===== src/hw/validator_pkg.sv =====
//----------------------------------------
// Widths, types and enums shared by the SHA-256 ID validator
// Imported by each RTL block and by the testbench
//----------------------------------------
package validator_pkg;

    // Default widths, overridden from the top level
    localparam int HASH_W_DEF   = 256;
    localparam int ID_W_DEF     = 6;
    localparam int COUNT_W_DEF  = 10;

    // Number of low IDs treated as newer than IDs with the top bit set
    localparam int WRAP_WIN_DEF = 10;

    // Bit positions in the status error field
    localparam int ERR_ID_SKIP  = 1;
    localparam int ERR_PKT_LOST = 0;

    typedef logic [HASH_W_DEF-1:0]  hash_t;
    typedef logic [ID_W_DEF-1:0]    pkt_id_t;
    typedef logic [COUNT_W_DEF-1:0] pkt_count_t;

    // Bit 1 set by a stale hash, bit 0 set by a stale ID
    typedef logic [1:0] status_err_t;

    // Outcome of comparing the expected ID with the hash ID
    typedef enum logic [1:0] {
        CMP_MATCH,
        CMP_HASH_STALE,
        CMP_ID_STALE
    } cmp_result_t;

    // Which slots of the pair buffer hold data
    typedef enum logic [1:0] {
        PAIR_EMPTY,
        PAIR_HASH,
        PAIR_ID,
        PAIR_BOTH
    } pair_state_t;

endpackage

===== src/hw/pair_buffer.sv =====
//----------------------------------------
// Holds one hash and one expected ID until both are present,
// then fires the pair and frees slots by comparison result
//----------------------------------------
module pair_buffer #(
    parameter int HASH_W = validator_pkg::HASH_W_DEF,
    parameter int ID_W   = validator_pkg::ID_W_DEF
) (
    input  logic                       clk,
    input  logic                       nrst,
    input  logic [HASH_W-1:0]          hash_in,
    input  logic [ID_W-1:0]            hash_in_id,
    input  logic                       hash_in_valid,
    output logic                       hash_in_ready,
    input  logic [ID_W-1:0]            id_in_buf,
    input  logic                       id_in_buf_valid,
    output logic                       id_in_buf_ready,
    input  logic                       accept,
    input  validator_pkg::cmp_result_t cmp_result,
    output logic [HASH_W-1:0]          held_hash,
    output logic [ID_W-1:0]            held_hash_id,
    output logic [ID_W-1:0]            held_id,
    output logic                       pair_fire
);
    import validator_pkg::*;

    pair_state_t state;
    pair_state_t state_next;
    logic        hash_full;
    logic        id_full;
    logic        hash_hs;
    logic        id_hs;
    logic        free_hash;
    logic        free_id;
    logic        hash_full_next;
    logic        id_full_next;

    assign hash_full = (state == PAIR_HASH) || (state == PAIR_BOTH);
    assign id_full   = (state == PAIR_ID) || (state == PAIR_BOTH);

    // A slot takes new data whenever it is empty
    assign hash_in_ready   = !hash_full;
    assign id_in_buf_ready = !id_full;
    assign hash_hs         = hash_in_valid && hash_in_ready;
    assign id_hs           = id_in_buf_valid && id_in_buf_ready;

    // Stale hash keeps the ID, stale ID keeps the hash
    assign free_hash = pair_fire && (cmp_result != CMP_ID_STALE);
    assign free_id   = pair_fire && (cmp_result != CMP_HASH_STALE);

    assign hash_full_next = (hash_full && !free_hash) || hash_hs;
    assign id_full_next   = (id_full && !free_id) || id_hs;

    always_comb begin
        case ({id_full_next, hash_full_next})
            2'b00:   state_next = PAIR_EMPTY;
            2'b01:   state_next = PAIR_HASH;
            2'b10:   state_next = PAIR_ID;
            default: state_next = PAIR_BOTH;
        endcase
    end

    // Fire is registered, and blocked while a fire is already in flight
    always_ff @(posedge clk or negedge nrst) begin
        if (!nrst) begin
            state     <= PAIR_EMPTY;
            pair_fire <= 1'b0;
        end else begin
            state     <= state_next;
            pair_fire <= (state == PAIR_BOTH) && accept && !pair_fire;
        end
    end

    always_ff @(posedge clk) begin
        if (hash_hs) begin
            held_hash    <= hash_in;
            held_hash_id <= hash_in_id;
        end
        if (id_hs) begin
            held_id <= id_in_buf;
        end
    end

    // ----------------------------------------
    // Checks
    // ----------------------------------------
    // A held slot is neither overwritten nor dropped until it is freed
    a_no_fill_full: assert property (@(posedge clk) disable iff (!nrst)
        (hash_full && !free_hash) |=>
            hash_full && $stable(held_hash) && $stable(held_hash_id));

    a_no_fill_full_id: assert property (@(posedge clk) disable iff (!nrst)
        (id_full && !free_id) |=> id_full && $stable(held_id));

    a_fire_both: assert property (@(posedge clk) disable iff (!nrst)
        pair_fire |-> (state == PAIR_BOTH));

endmodule


===== config.mk =====
export PLATFORM = sky130hd
export DESIGN_NAME = pair_buffer
export DESIGN_NICKNAME = d
export VERILOG_FILES = /design/src/hw/validator_pkg.sv /design/src/hw/pair_buffer.sv
export SDC_FILE = /design/constraint.sdc
export NUM_CORES = 1
export LEC_CHECK = 0
export BUFFER_PORTS_ARGS = -buffer_cell sky130_fd_sc_hd__buf_2
export CAP_MARGIN = 0
export CORE_AREA = 2 2 214 216
export CTS_CLUSTER_SIZE = 20
export DETAILED_ROUTE_END_ITERATION = 10
export DIE_AREA = 0 0 216 218
export PLACE_DENSITY = 0.48
export SLEW_MARGIN = 20
export SYNTH_ARGS = -nofsm -noshare
export SYNTH_HDL_FRONTEND = slang
export SYNTH_SLANG_ARGS = --single-unit
export TNS_END_PERCENT = 1

===== constraint.sdc =====
create_clock -name clk -period 20.8 [get_ports clk]
set_input_delay 2.08 -clock clk [delete_from_list [all_inputs] [get_ports clk]]
set_output_delay 2.08 -clock clk [all_outputs]
set_load 0.03 [all_outputs]

==> flow_summary.toml <==
[run_status]
outcome = "complete, no violations"

[timing]
min_period_ps = 4263
maxSlewHeadroom = 0.3057
fin_crit_sh = 0.2050
clock_skew_ps = 35.23
rsz0062_at_grt = "no"
max_freq_mhz = 234.6
max_slew.worst_pin.slew_ps = 1041
setup_viol = 0
whs_ps = 500.3
drv_slew = 0
hold_violations = 0
fin_setup_tns_ps = 0
postLayoutSetupSlackWorst_ps = 16540

[worst_hold_path]
hold_class = "reg -> reg"
hold_path_depth = 1
hold_start = "pair_fire$_DFF_PN0_"
whs_endpoint = "pair_fire$_DFF_PN0_"

[routing]
routedWlPerCell_um = 16.10
drt-initial-drc-count = 206
topRoutingLayerUsed = "met5"
drtPass1Iterations = 4
wl_met3_um = 2528
avgViaCountPerCell = 3.400
wl_met1_um = 8945
drtAntennaViolNets = 0
wirelength_um = 23930
drcViolationCount = 0
met2_length_um = 11770
vias = 5052

[pwr]
p_seq_frac = 0.478
p_total_mw = 1.519
leakagePower_nw = 5.132
p_int_mw = 1.056
swShare = 0.3046
vdd_drop_max_mv = 0.06652
clkPwrFrac = 0.317
power.switching_mw = 0.4627
p_per_area_nw_per_um2 = 120.7
p_comb_frac = 0.205

[cts]
cts.clk_slew.worst_paths_ps = 60
cts_resized = 0
clk_latency_ps = 580
ctsHoldBuffers = 0
clock_path_buffers = 3
cts.sink_count = 271
cts-root-buf = "clkbuf_16"
post_cts_buffers = 0
htreeDepth = 1
tritoncts = "built"
cts_buffers = 29

[yosys]
yosys.area.top_type = "edfxtp_1"
synthFlopType = "edfxtp_1"
syn_area_per_cell_sq_um = 28.94
synth.distinct_cells = 10
synth.top_cell.area_share = 0.9826
synth.most_common_cell = "edfxtp_1"
synthTopCellsByCount = "edfxtp_1 (268), dfrtp_1 (3)"
yosys_warnings = 0
synthTopCellsByArea = "edfxtp_1 (98%), dfrtp_1 (0.92%), a31oi_1 (0.15%)"
syn-num-nets = 558
synth-edff-count = 268
ys_seq_area_frac = 0.9918
ys_seq_elements = 271
ys_async_sr_fraction = 0.01107
syn_area_sq_um = 8190
synth_cells = 283

[die]
coreArea_sq_um = 44890
die_w_um = 216
ioPinCount = 546
rows = 78
dieArea_sq_um = 47090
dieHeight_um = 218
start_util = 0.1824

[global_route]
grt_use_total = 0.09322
grt_max_degree = 83
grt_pass1_vias = 5228
grt_antenna_before_repair = 8
gr-total-overflow = 0
grt_first_pass_wirelength_um = 32440

[worst_setup_path]
critPathMaxFanout = 76
reg2reg_depth = 4
crit_type = "in -> reg"
cp-end-kind = "flop"
arrival_ps = 4460
r2r-start = "state[0]$_DFF_PN0_"
critical_path.slowest_cell = "buf_4"
reg2reg_slack_ps = 17730
cp-start-kind = "input pin"
critPathMaxStageDelay_ps = 820
crit_top_cell = "buf_4"
required_ps = 20990
worstReg2RegEnd = "held_hash[186]$_DFFE_PP_"
worstPathCellList = "buf_2, nor2b_4, buf_4, buf_4, buf_4"

[placement]
dpl.cell_count = 1432
postPlaceCellArea_sq_um = 11710
port_buffers = 545
place_congestion = 0.7758
pre_cts_slack_ps = 15880

[finish]
layoutNonFillerInstCount = 1486
multiInputGateArea_sq_um = 67.56
area_growth_pct = 53.67
utilization = 0.2804
seqCellArea_sq_um = 8123
drive_above_1_share = 0.6640
fill_cells = 4600
fin_nets = 1138
fin_area_sq_um = 12590

[flow_run]
cap_violations = 0
## registers in the layout, summed over array words and instances (netlist names)
register	count
held_hash	256
held_hash_id	6
held_id	6
pair_fire	1
state	2
## cell families (layout without fill, tap and decap cells)
group | Yosys count | after routing | synth area share
DFF | 271 | 271 | 0.9918
and+or+nand+nor | 8 | 8 | 0.005806
other | 0 | 2 | 0
buffers and inverters | 2 | 603 | 0.0009169
AOI/OAI and AO/OA | 2 | 2 | 0.001527
## cells in the final DEF, fill, tap and decap left out
cell type,count
bufinv_16,2
edfxtp_1,268
nand2_1,1
nor3_2,1
diode_2,2
clkbuf_16,29
clkbuf_1,11
and2b_1,1
buf_4,4
nor2_1,2
clkinv_2,4
inv_6,1
nor2b_4,1
a31oi_1,2
nand2b_1,2
dfrtp_1,3
inv_1,2
buf_2,545
clkinv_1,5
## cell type report
class                   instances  share of cell area
clock inverters                12            0.008550
flip-flops and latches        271              0.6454
diodes                          2           0.0003977
multi-input cells              10            0.005368
repair buffers                549              0.2191
inverters                       2           0.0005965
well taps                     600             0.05965
clock buffers                  40             0.06094
## power groups by stage
stage	Sequential [mW]	Combinational (mW)	Clock (mW)
after floorplan	0.932	0.0333	0
after global placement	0.736	0.316	0
after detailed placement	0.738	0.316	0
after CTS	0.728	0.316	0.503
after global routing	0.733	0.327	0.522
final	0.726	0.311	0.482
## per-layer routing
metal	track usage	vias up
met5	0	-
met4	0.02922	2
met3	0.04128	40
met2	0.1561	309
met1	0.1071	2383
li1	-	2318
## worst max path at each step
stage	start	to	slack [ps]
CTS	hash_in_valid	held_hash[46]$_DFFE_PP_	16510
global route	hash_in_valid	held_hash[186]$_DFFE_PP_	16300
detailed placement	hash_in_valid	held_hash[205]$_DFFE_PP_	15880
finish	hash_in_valid	held_hash[186]$_DFFE_PP_	16540
global placement	hash_in_valid	held_hash[214]$_DFFE_PP_	15890
floorplan	hash_in_valid	held_hash[0]$_DFFE_PP_	6530
## critical path, delay by kind of cell
family,cells,cell delay [ps]
buffers and inverters,4,2100
AND/OR/NAND/NOR,1,120
Note: power is estimated with default switching activity, not from simulation.
