===== config.mk =====
export PLATFORM = sky130hd
export DESIGN_NAME = result_stage
export DESIGN_NICKNAME = d
export VERILOG_FILES = /design/src/hw/validator_pkg.sv /design/src/hw/result_stage.sv
export SDC_FILE = /design/constraint.sdc
export NUM_CORES = 1
export LEC_CHECK = 0
export BUFFER_PORTS_ARGS = -buffer_cell sky130_fd_sc_hd__buf_4
export CAP_MARGIN = 10
export CORE_AREA = 2 2 208 210
export DETAILED_ROUTE_END_ITERATION = 8
export DIE_AREA = 0 0 210 212
export GPL_TIMING_DRIVEN = 1
export MAX_ROUTING_LAYER = met4
export SLEW_MARGIN = 25
export SYNTH_ARGS = -nofsm -noshare
export SYNTH_HDL_FRONTEND = slang
export SYNTH_SLANG_ARGS = --single-unit
export TNS_END_PERCENT = 5

===== constraint.sdc =====
create_clock -name clk -period 1.15 [get_ports clk]
set_input_delay 0.23 -clock clk [delete_from_list [all_inputs] [get_ports clk]]
set_output_delay 0.23 -clock clk [all_outputs]
set_load 0.01 [all_outputs]

===== src/hw/validator_pkg.sv =====
//----------------------------------------
// Widths, types and enums shared by the SHA-256 ID validator
// Imported by each RTL block and by the testbench
//----------------------------------------
package validator_pkg;

    // Default widths, overridden from the top level
    localparam int HASH_W_DEF   = 256;
    localparam int ID_W_DEF     = 6;
    localparam int COUNT_W_DEF  = 10;

    // Number of low IDs treated as newer than IDs with the top bit set
    localparam int WRAP_WIN_DEF = 10;

    // Bit positions in the status error field
    localparam int ERR_ID_SKIP  = 1;
    localparam int ERR_PKT_LOST = 0;

    typedef logic [HASH_W_DEF-1:0]  hash_t;
    typedef logic [ID_W_DEF-1:0]    pkt_id_t;
    typedef logic [COUNT_W_DEF-1:0] pkt_count_t;

    // Bit 1 set by a stale hash, bit 0 set by a stale ID
    typedef logic [1:0] status_err_t;

    // Outcome of comparing the expected ID with the hash ID
    typedef enum logic [1:0] {
        CMP_MATCH,
        CMP_HASH_STALE,
        CMP_ID_STALE
    } cmp_result_t;

    // Which slots of the pair buffer hold data
    typedef enum logic [1:0] {
        PAIR_EMPTY,
        PAIR_HASH,
        PAIR_ID,
        PAIR_BOTH
    } pair_state_t;

endpackage

===== src/hw/result_stage.sv =====
//----------------------------------------
// Output register with valid/ready, error flag, sticky status
// bits and a wrapping packet counter
//----------------------------------------
module result_stage #(
    parameter int HASH_W  = validator_pkg::HASH_W_DEF,
    parameter int COUNT_W = validator_pkg::COUNT_W_DEF
) (
    input  logic                       clk,
    input  logic                       nrst,
    input  logic                       pair_fire,
    input  logic [HASH_W-1:0]          held_hash,
    input  validator_pkg::cmp_result_t cmp_result,
    output logic                       accept,
    output logic [HASH_W-1:0]          hash_out,
    output logic                       hash_out_err,
    output logic                       hash_out_valid,
    input  logic                       hash_out_ready,
    input  logic                       status_clear,
    output validator_pkg::status_err_t status_err,
    output logic [COUNT_W-1:0]         status_packet_count
);
    import validator_pkg::*;

    status_err_t beat_err;
    status_err_t status_err_next;

    // Room for a beat when empty or draining this cycle
    assign accept = !hash_out_valid || hash_out_ready;

    always_comb begin
        beat_err               = '0;
        beat_err[ERR_ID_SKIP]  = pair_fire && (cmp_result == CMP_HASH_STALE);
        beat_err[ERR_PKT_LOST] = pair_fire && (cmp_result == CMP_ID_STALE);
    end

    // Clear applies first so a set on the same edge still lands
    assign status_err_next = (status_clear ? '0 : status_err) | beat_err;

    // ----------------------------------------
    // Output beat
    // ----------------------------------------
    always_ff @(posedge clk or negedge nrst) begin
        if (!nrst) begin
            hash_out_valid <= 1'b0;
        end else if (pair_fire) begin
            hash_out_valid <= 1'b1;
        end else if (hash_out_ready) begin
            hash_out_valid <= 1'b0;
        end
    end

    always_ff @(posedge clk) begin
        if (pair_fire) begin
            hash_out     <= held_hash;
            hash_out_err <= (cmp_result != CMP_MATCH);
        end
    end

    // ----------------------------------------
    // Status
    // ----------------------------------------
    always_ff @(posedge clk or negedge nrst) begin
        if (!nrst) begin
            status_err          <= '0;
            status_packet_count <= '0;
        end else begin
            status_err <= status_err_next;
            if (pair_fire) begin
                status_packet_count <= status_packet_count + COUNT_W'(1);
            end
        end
    end

    // ----------------------------------------
    // Checks
    // ----------------------------------------
    a_hold_stall: assert property (@(posedge clk) disable iff (!nrst)
        (hash_out_valid && !hash_out_ready) |=>
            hash_out_valid && $stable(hash_out) && $stable(hash_out_err));

    // A fire from the pair buffer never lands on an undrained beat
    a_fire_room: assert property (@(posedge clk) disable iff (!nrst)
        pair_fire |-> accept);

endmodule


==> run_results.csv <==
group,metric,value,unit
sta,totalNegativeSetupSlack,-43.67,ns
sta,finalMaxSlewViolations,0,
yosys,ys_seq_elements,270,
sta,max_slew.worst_pin.slew,0.373,ns
worst_setup_path,worst-endpoint-required,0.92,ns
yosys,synth.yosys.seq_area_share,0.970,
floorplanning,die-height,212,um
global_route,groute.layer.met3.usage,0.0402,
placement,post-dp-hpwl,20000,um
sta,skew,0.00269,ns
worst_setup_path,end_kind,"output pin",
yosys,post-synth-top-area-cell,"sky130_fd_sc_hd__edfxtp_1",
global_route,grt_busiest_layer,"met2",
sta,hold_slack,0.0706,ns
worst_setup_path,r2r-end,"status_packet_count[1]$_DFFE_PN0P_",
cts,clk_path_buf_depth,3,
floorplanning,initial_core_util,0.195,
worst_setup_path,slowest_cell_on_the_critical_path,"sky130_fd_sc_hd__edfxtp_1",
power,powerDensity,1480,mW/mm^2
worst_setup_path,critical_path_arrival,1.24,ns
cts,clk-insertion-delay-late,0.54,ns
detailed_routing,route.detailed.vias_per_inst,3.68,
global_route,grt_max_degree,70,
outcome,status,"complete, but fails checks",
floorplanning,design.portCount,534,
yosys,synthesis.area,0.00830,sq mm
yosys,synthesis.nets,569,
yosys,synth_cells,305,
yosys,syn_area_per_cell,27.2,sq um
cts,cts_htree_levels,1,
global_route,grt_antenna_before_repair,7,
worst_setup_path,rr_startpoint,"status_packet_count[1]$_DFFE_PN0P_",
yosys,ys_warn_count,0,
flow_run,drv.max_cap_violation_count,0,
cts,cts_buffers,30,
detailed_routing,drt_first_iter_violations,379,
global_route,grt_pass1_wl,41300,um
sta,max_freq,0.683,GHz
worst_setup_path,startpoint_type,"register",
cts,cts_tree,"done",
final_layout,drive_gt1_frac,0.517,
worst_setup_path,worst_path_dominant_cell_family,"flip-flops",
worst_setup_path,setup_slack_on_the_worst_flop_to_flop_path,-0.06,ns
outcome,failing_checks,"setup timing",
detailed_routing,drt.antenna.violating_nets,0,
cts,clkSinkCount,270,
final_layout,final_util,0.420,
yosys,synth_top_cells_by_area,"sky130_fd_sc_hd__edfxtp_1 (93%), sky130_fd_sc_hd__dfrtp_1 (3.9%), sky130_fd_sc_hd__xor2_1 (0.63%)",
detailed_routing,number_of_detailed_route_iterations_in_the_first_pass,4,
placement,gpl.final_weighted_congestion,0.867,
hold_path,hold_path_class,"input pin to async pin",
worst_setup_path,critical_path_buf_inv_count,1,
worst_setup_path,timing.critical_path.cells,"buf_6",
worst_setup_path,critical_path_start_end_classification,"register to output pin",
worst_setup_path,worst-path-max-fanout,1,
floorplanning,core_region_area,0.0425,sq mm
detailed_routing,vias,6386,
sta,setup_viol_count_final,274,
detailed_routing,post-route-drc-count,0,
sta,slew_headroom,0.751,
global_route,global_route.overflow_total,0,
global_route,gr-usage-met1,0.137,
sta,unrepaired_setup_endpoints_after_global_routing,"true",
worst_setup_path,worst-r2r-cell-count,4,
yosys,synth_largest_type_area_fraction,0.930,
detailed_routing,routed_wire_length,29800,um
cts,clockRootBuffer,"sky130_fd_sc_hd__clkbuf_16",
sta,finalWorstPathRequiredPeriod,1.47,ns
floorplanning,fp.dieW,210,um
sta,setup_slack_after_layout,-0.315,ns
floorplanning,floorplan.die_area,0.0445,sq mm
sta,timing.final.hold_violations,0,
global_route,grt_pass1_vias,7109,
cts,worst_setup_hold_path_clk_slew,0.06,ns
sta,layout_worst_path_cycle_share,1.27,
yosys,synth.distinct_cells,18,
global_route,grt_resource_usage_total,0.127,
power,vdd_drop_max,1.15,mV
detailed_routing,wl_per_cell,17.2,um
worst_setup_path,critPathMaxStageDelay,0.51,ns
placement,port-buffer-count,533,
final_layout,finalNetCount,1426,
power,leakagePower,0.00740,uW
global_route,globalRouteMet2Util,0.224,
floorplanning,placementRows,76,
final_layout,p_r_area_growth_vs_syn,115,%
==> repair_timing <==
| action | in CTS | in global routing |
|---|---|---|
| hold buffers | 260 | 0 |
| gates cloned | 0 | 0 |
| pin swaps | 1 | 2 |
| gates resized for setup | 206 | 59 |
| setup buffers | 10 | 6 |
| endpoints found under the setup margin | 271 | 275 |
| endpoints found under the hold margin | 272 | 0 |
==> worst max-delay path by stage <==
stage                     slack (ns)  cells past startpoint                          startpoint                                 end
after floorplan                 0.03                      4  status_packet_count[0]$_DFFE_PN0P_  status_packet_count[8]$_DFFE_PN0P_
after global placement          0.06                      5                           pair_fire  status_packet_count[8]$_DFFE_PN0P_
after detailed placement        0.02                      5                           pair_fire  status_packet_count[8]$_DFFE_PN0P_
after CTS                      -0.32                      1              hash_out[42]$_DFFE_PP_                        hash_out[42]
after global routing           -0.33                      1              hash_out[42]$_DFFE_PP_                        hash_out[42]
final                          -0.32                      1              hash_out[42]$_DFFE_PP_                        hash_out[42]
==> per-layer routing <==
metal,share of wire,vias up,routed length [um]
met3,0.083,49,2480
met1,0.37,3078,11000
met2,0.52,312,15600
met5,0,-,0
li1,-,2947,-
met4,0.024,0,709
==> power by group <==
part / switching [uW] / total (uW) / internal, uW
sequential: 480 / 12200 / 11800
clock: 3740 / 9100 / 5360
combinational: 1810 / 5030 / 3220
total: 6020 / 26400 / 20300
==> cell usage after synthesis <==
cell,instances
sky130_fd_sc_hd__buf_6,1
sky130_fd_sc_hd__dfrtp_1,13
sky130_fd_sc_hd__edfxtp_1,257
sky130_fd_sc_hd__ha_1,1
sky130_fd_sc_hd__inv_1,2
sky130_fd_sc_hd__mux2_2,1
sky130_fd_sc_hd__nand2_1,6
sky130_fd_sc_hd__nand2b_1,2
sky130_fd_sc_hd__nand3b_1,1
sky130_fd_sc_hd__nand4_1,3
sky130_fd_sc_hd__nand4_4,1
sky130_fd_sc_hd__nor2_1,3
sky130_fd_sc_hd__nor3_2,2
sky130_fd_sc_hd__o21ai_0,1
sky130_fd_sc_hd__o22ai_1,1
sky130_fd_sc_hd__or2_2,1
sky130_fd_sc_hd__xnor2_1,3
sky130_fd_sc_hd__xor2_1,6
==> state kept, by name, indices dropped and copies added (netlist names) <==
signal / cells
hash_out: 256
status_packet_count: 10
status_err: 2
hash_out_err: 1
hash_out_valid: 1
==> metrics by stage <==
stage / instances / power (uW) / setup WS (ns) / instance area (sq um)
6_report: 1736 / 26400 / -0.315 / 17900
5_1_grt: 1736 / 27400 / -0.329 / 17900
4_1_cts: 1724 / 26200 / -0.324 / 17600
3_5_place_dp: 1400 / 15500 / 0.0228 / 13200
3_3_place_gp: 1400 / 15500 / 0.0644 / 13200
2_1_floorplan: 305 / 13000 / 0.0269 / 8300
==> kinds of logic after synthesis <==
| group | synth area share |
|---|---|
| AO/OA/AOI/OAI | 0.00136 |
| XOR/XNOR | 0.00950 |
| adder cells (fa/ha/maj) | 0.00151 |
| buffers and inverters | 0.00226 |
| flip-flops | 0.970 |
| multiplexers | 0.00136 |
| AND/OR/NAND/NOR | 0.0145 |
==> placed cells by master, fill, tap and decap left out, types with 2 or more instances in the layout <==
| cell | count |
|---|---|
| sky130_fd_sc_hd__nand2b_1 | 2 |
| sky130_fd_sc_hd__clkbuf_1 | 10 |
| sky130_fd_sc_hd__buf_12 | 7 |
| sky130_fd_sc_hd__diode_2 | 6 |
| sky130_fd_sc_hd__nor3_2 | 2 |
| sky130_fd_sc_hd__nor2_1 | 3 |
| sky130_fd_sc_hd__dlygate4sd3_1 | 260 |
| sky130_fd_sc_hd__buf_6 | 260 |
| sky130_fd_sc_hd__clkinv_1 | 6 |
| sky130_fd_sc_hd__clkbuf_16 | 31 |
| sky130_fd_sc_hd__nand2_1 | 5 |
| sky130_fd_sc_hd__inv_1 | 2 |
| sky130_fd_sc_hd__bufinv_16 | 2 |
| sky130_fd_sc_hd__buf_4 | 298 |
| sky130_fd_sc_hd__xor2_1 | 6 |
| sky130_fd_sc_hd__edfxtp_1 | 257 |
| sky130_fd_sc_hd__nand4_1 | 3 |
| sky130_fd_sc_hd__xnor2_1 | 3 |
| sky130_fd_sc_hd__clkinv_2 | 2 |
| sky130_fd_sc_hd__dfrtp_1 | 12 |
==> cell type report <==
cell class,count,area [sq um]
Clock buffer,41,813
Antenna cell,6,15.0
Sequential cell,270,8040
Tap cell,546,683
Inverter,2,7.51
Timing Repair Buffer,826,7920
Clock inverter,13,118
Fill cell,3691,24600
Multi-Input combinational cell,32,254
(Power assumes the default switching activity.)
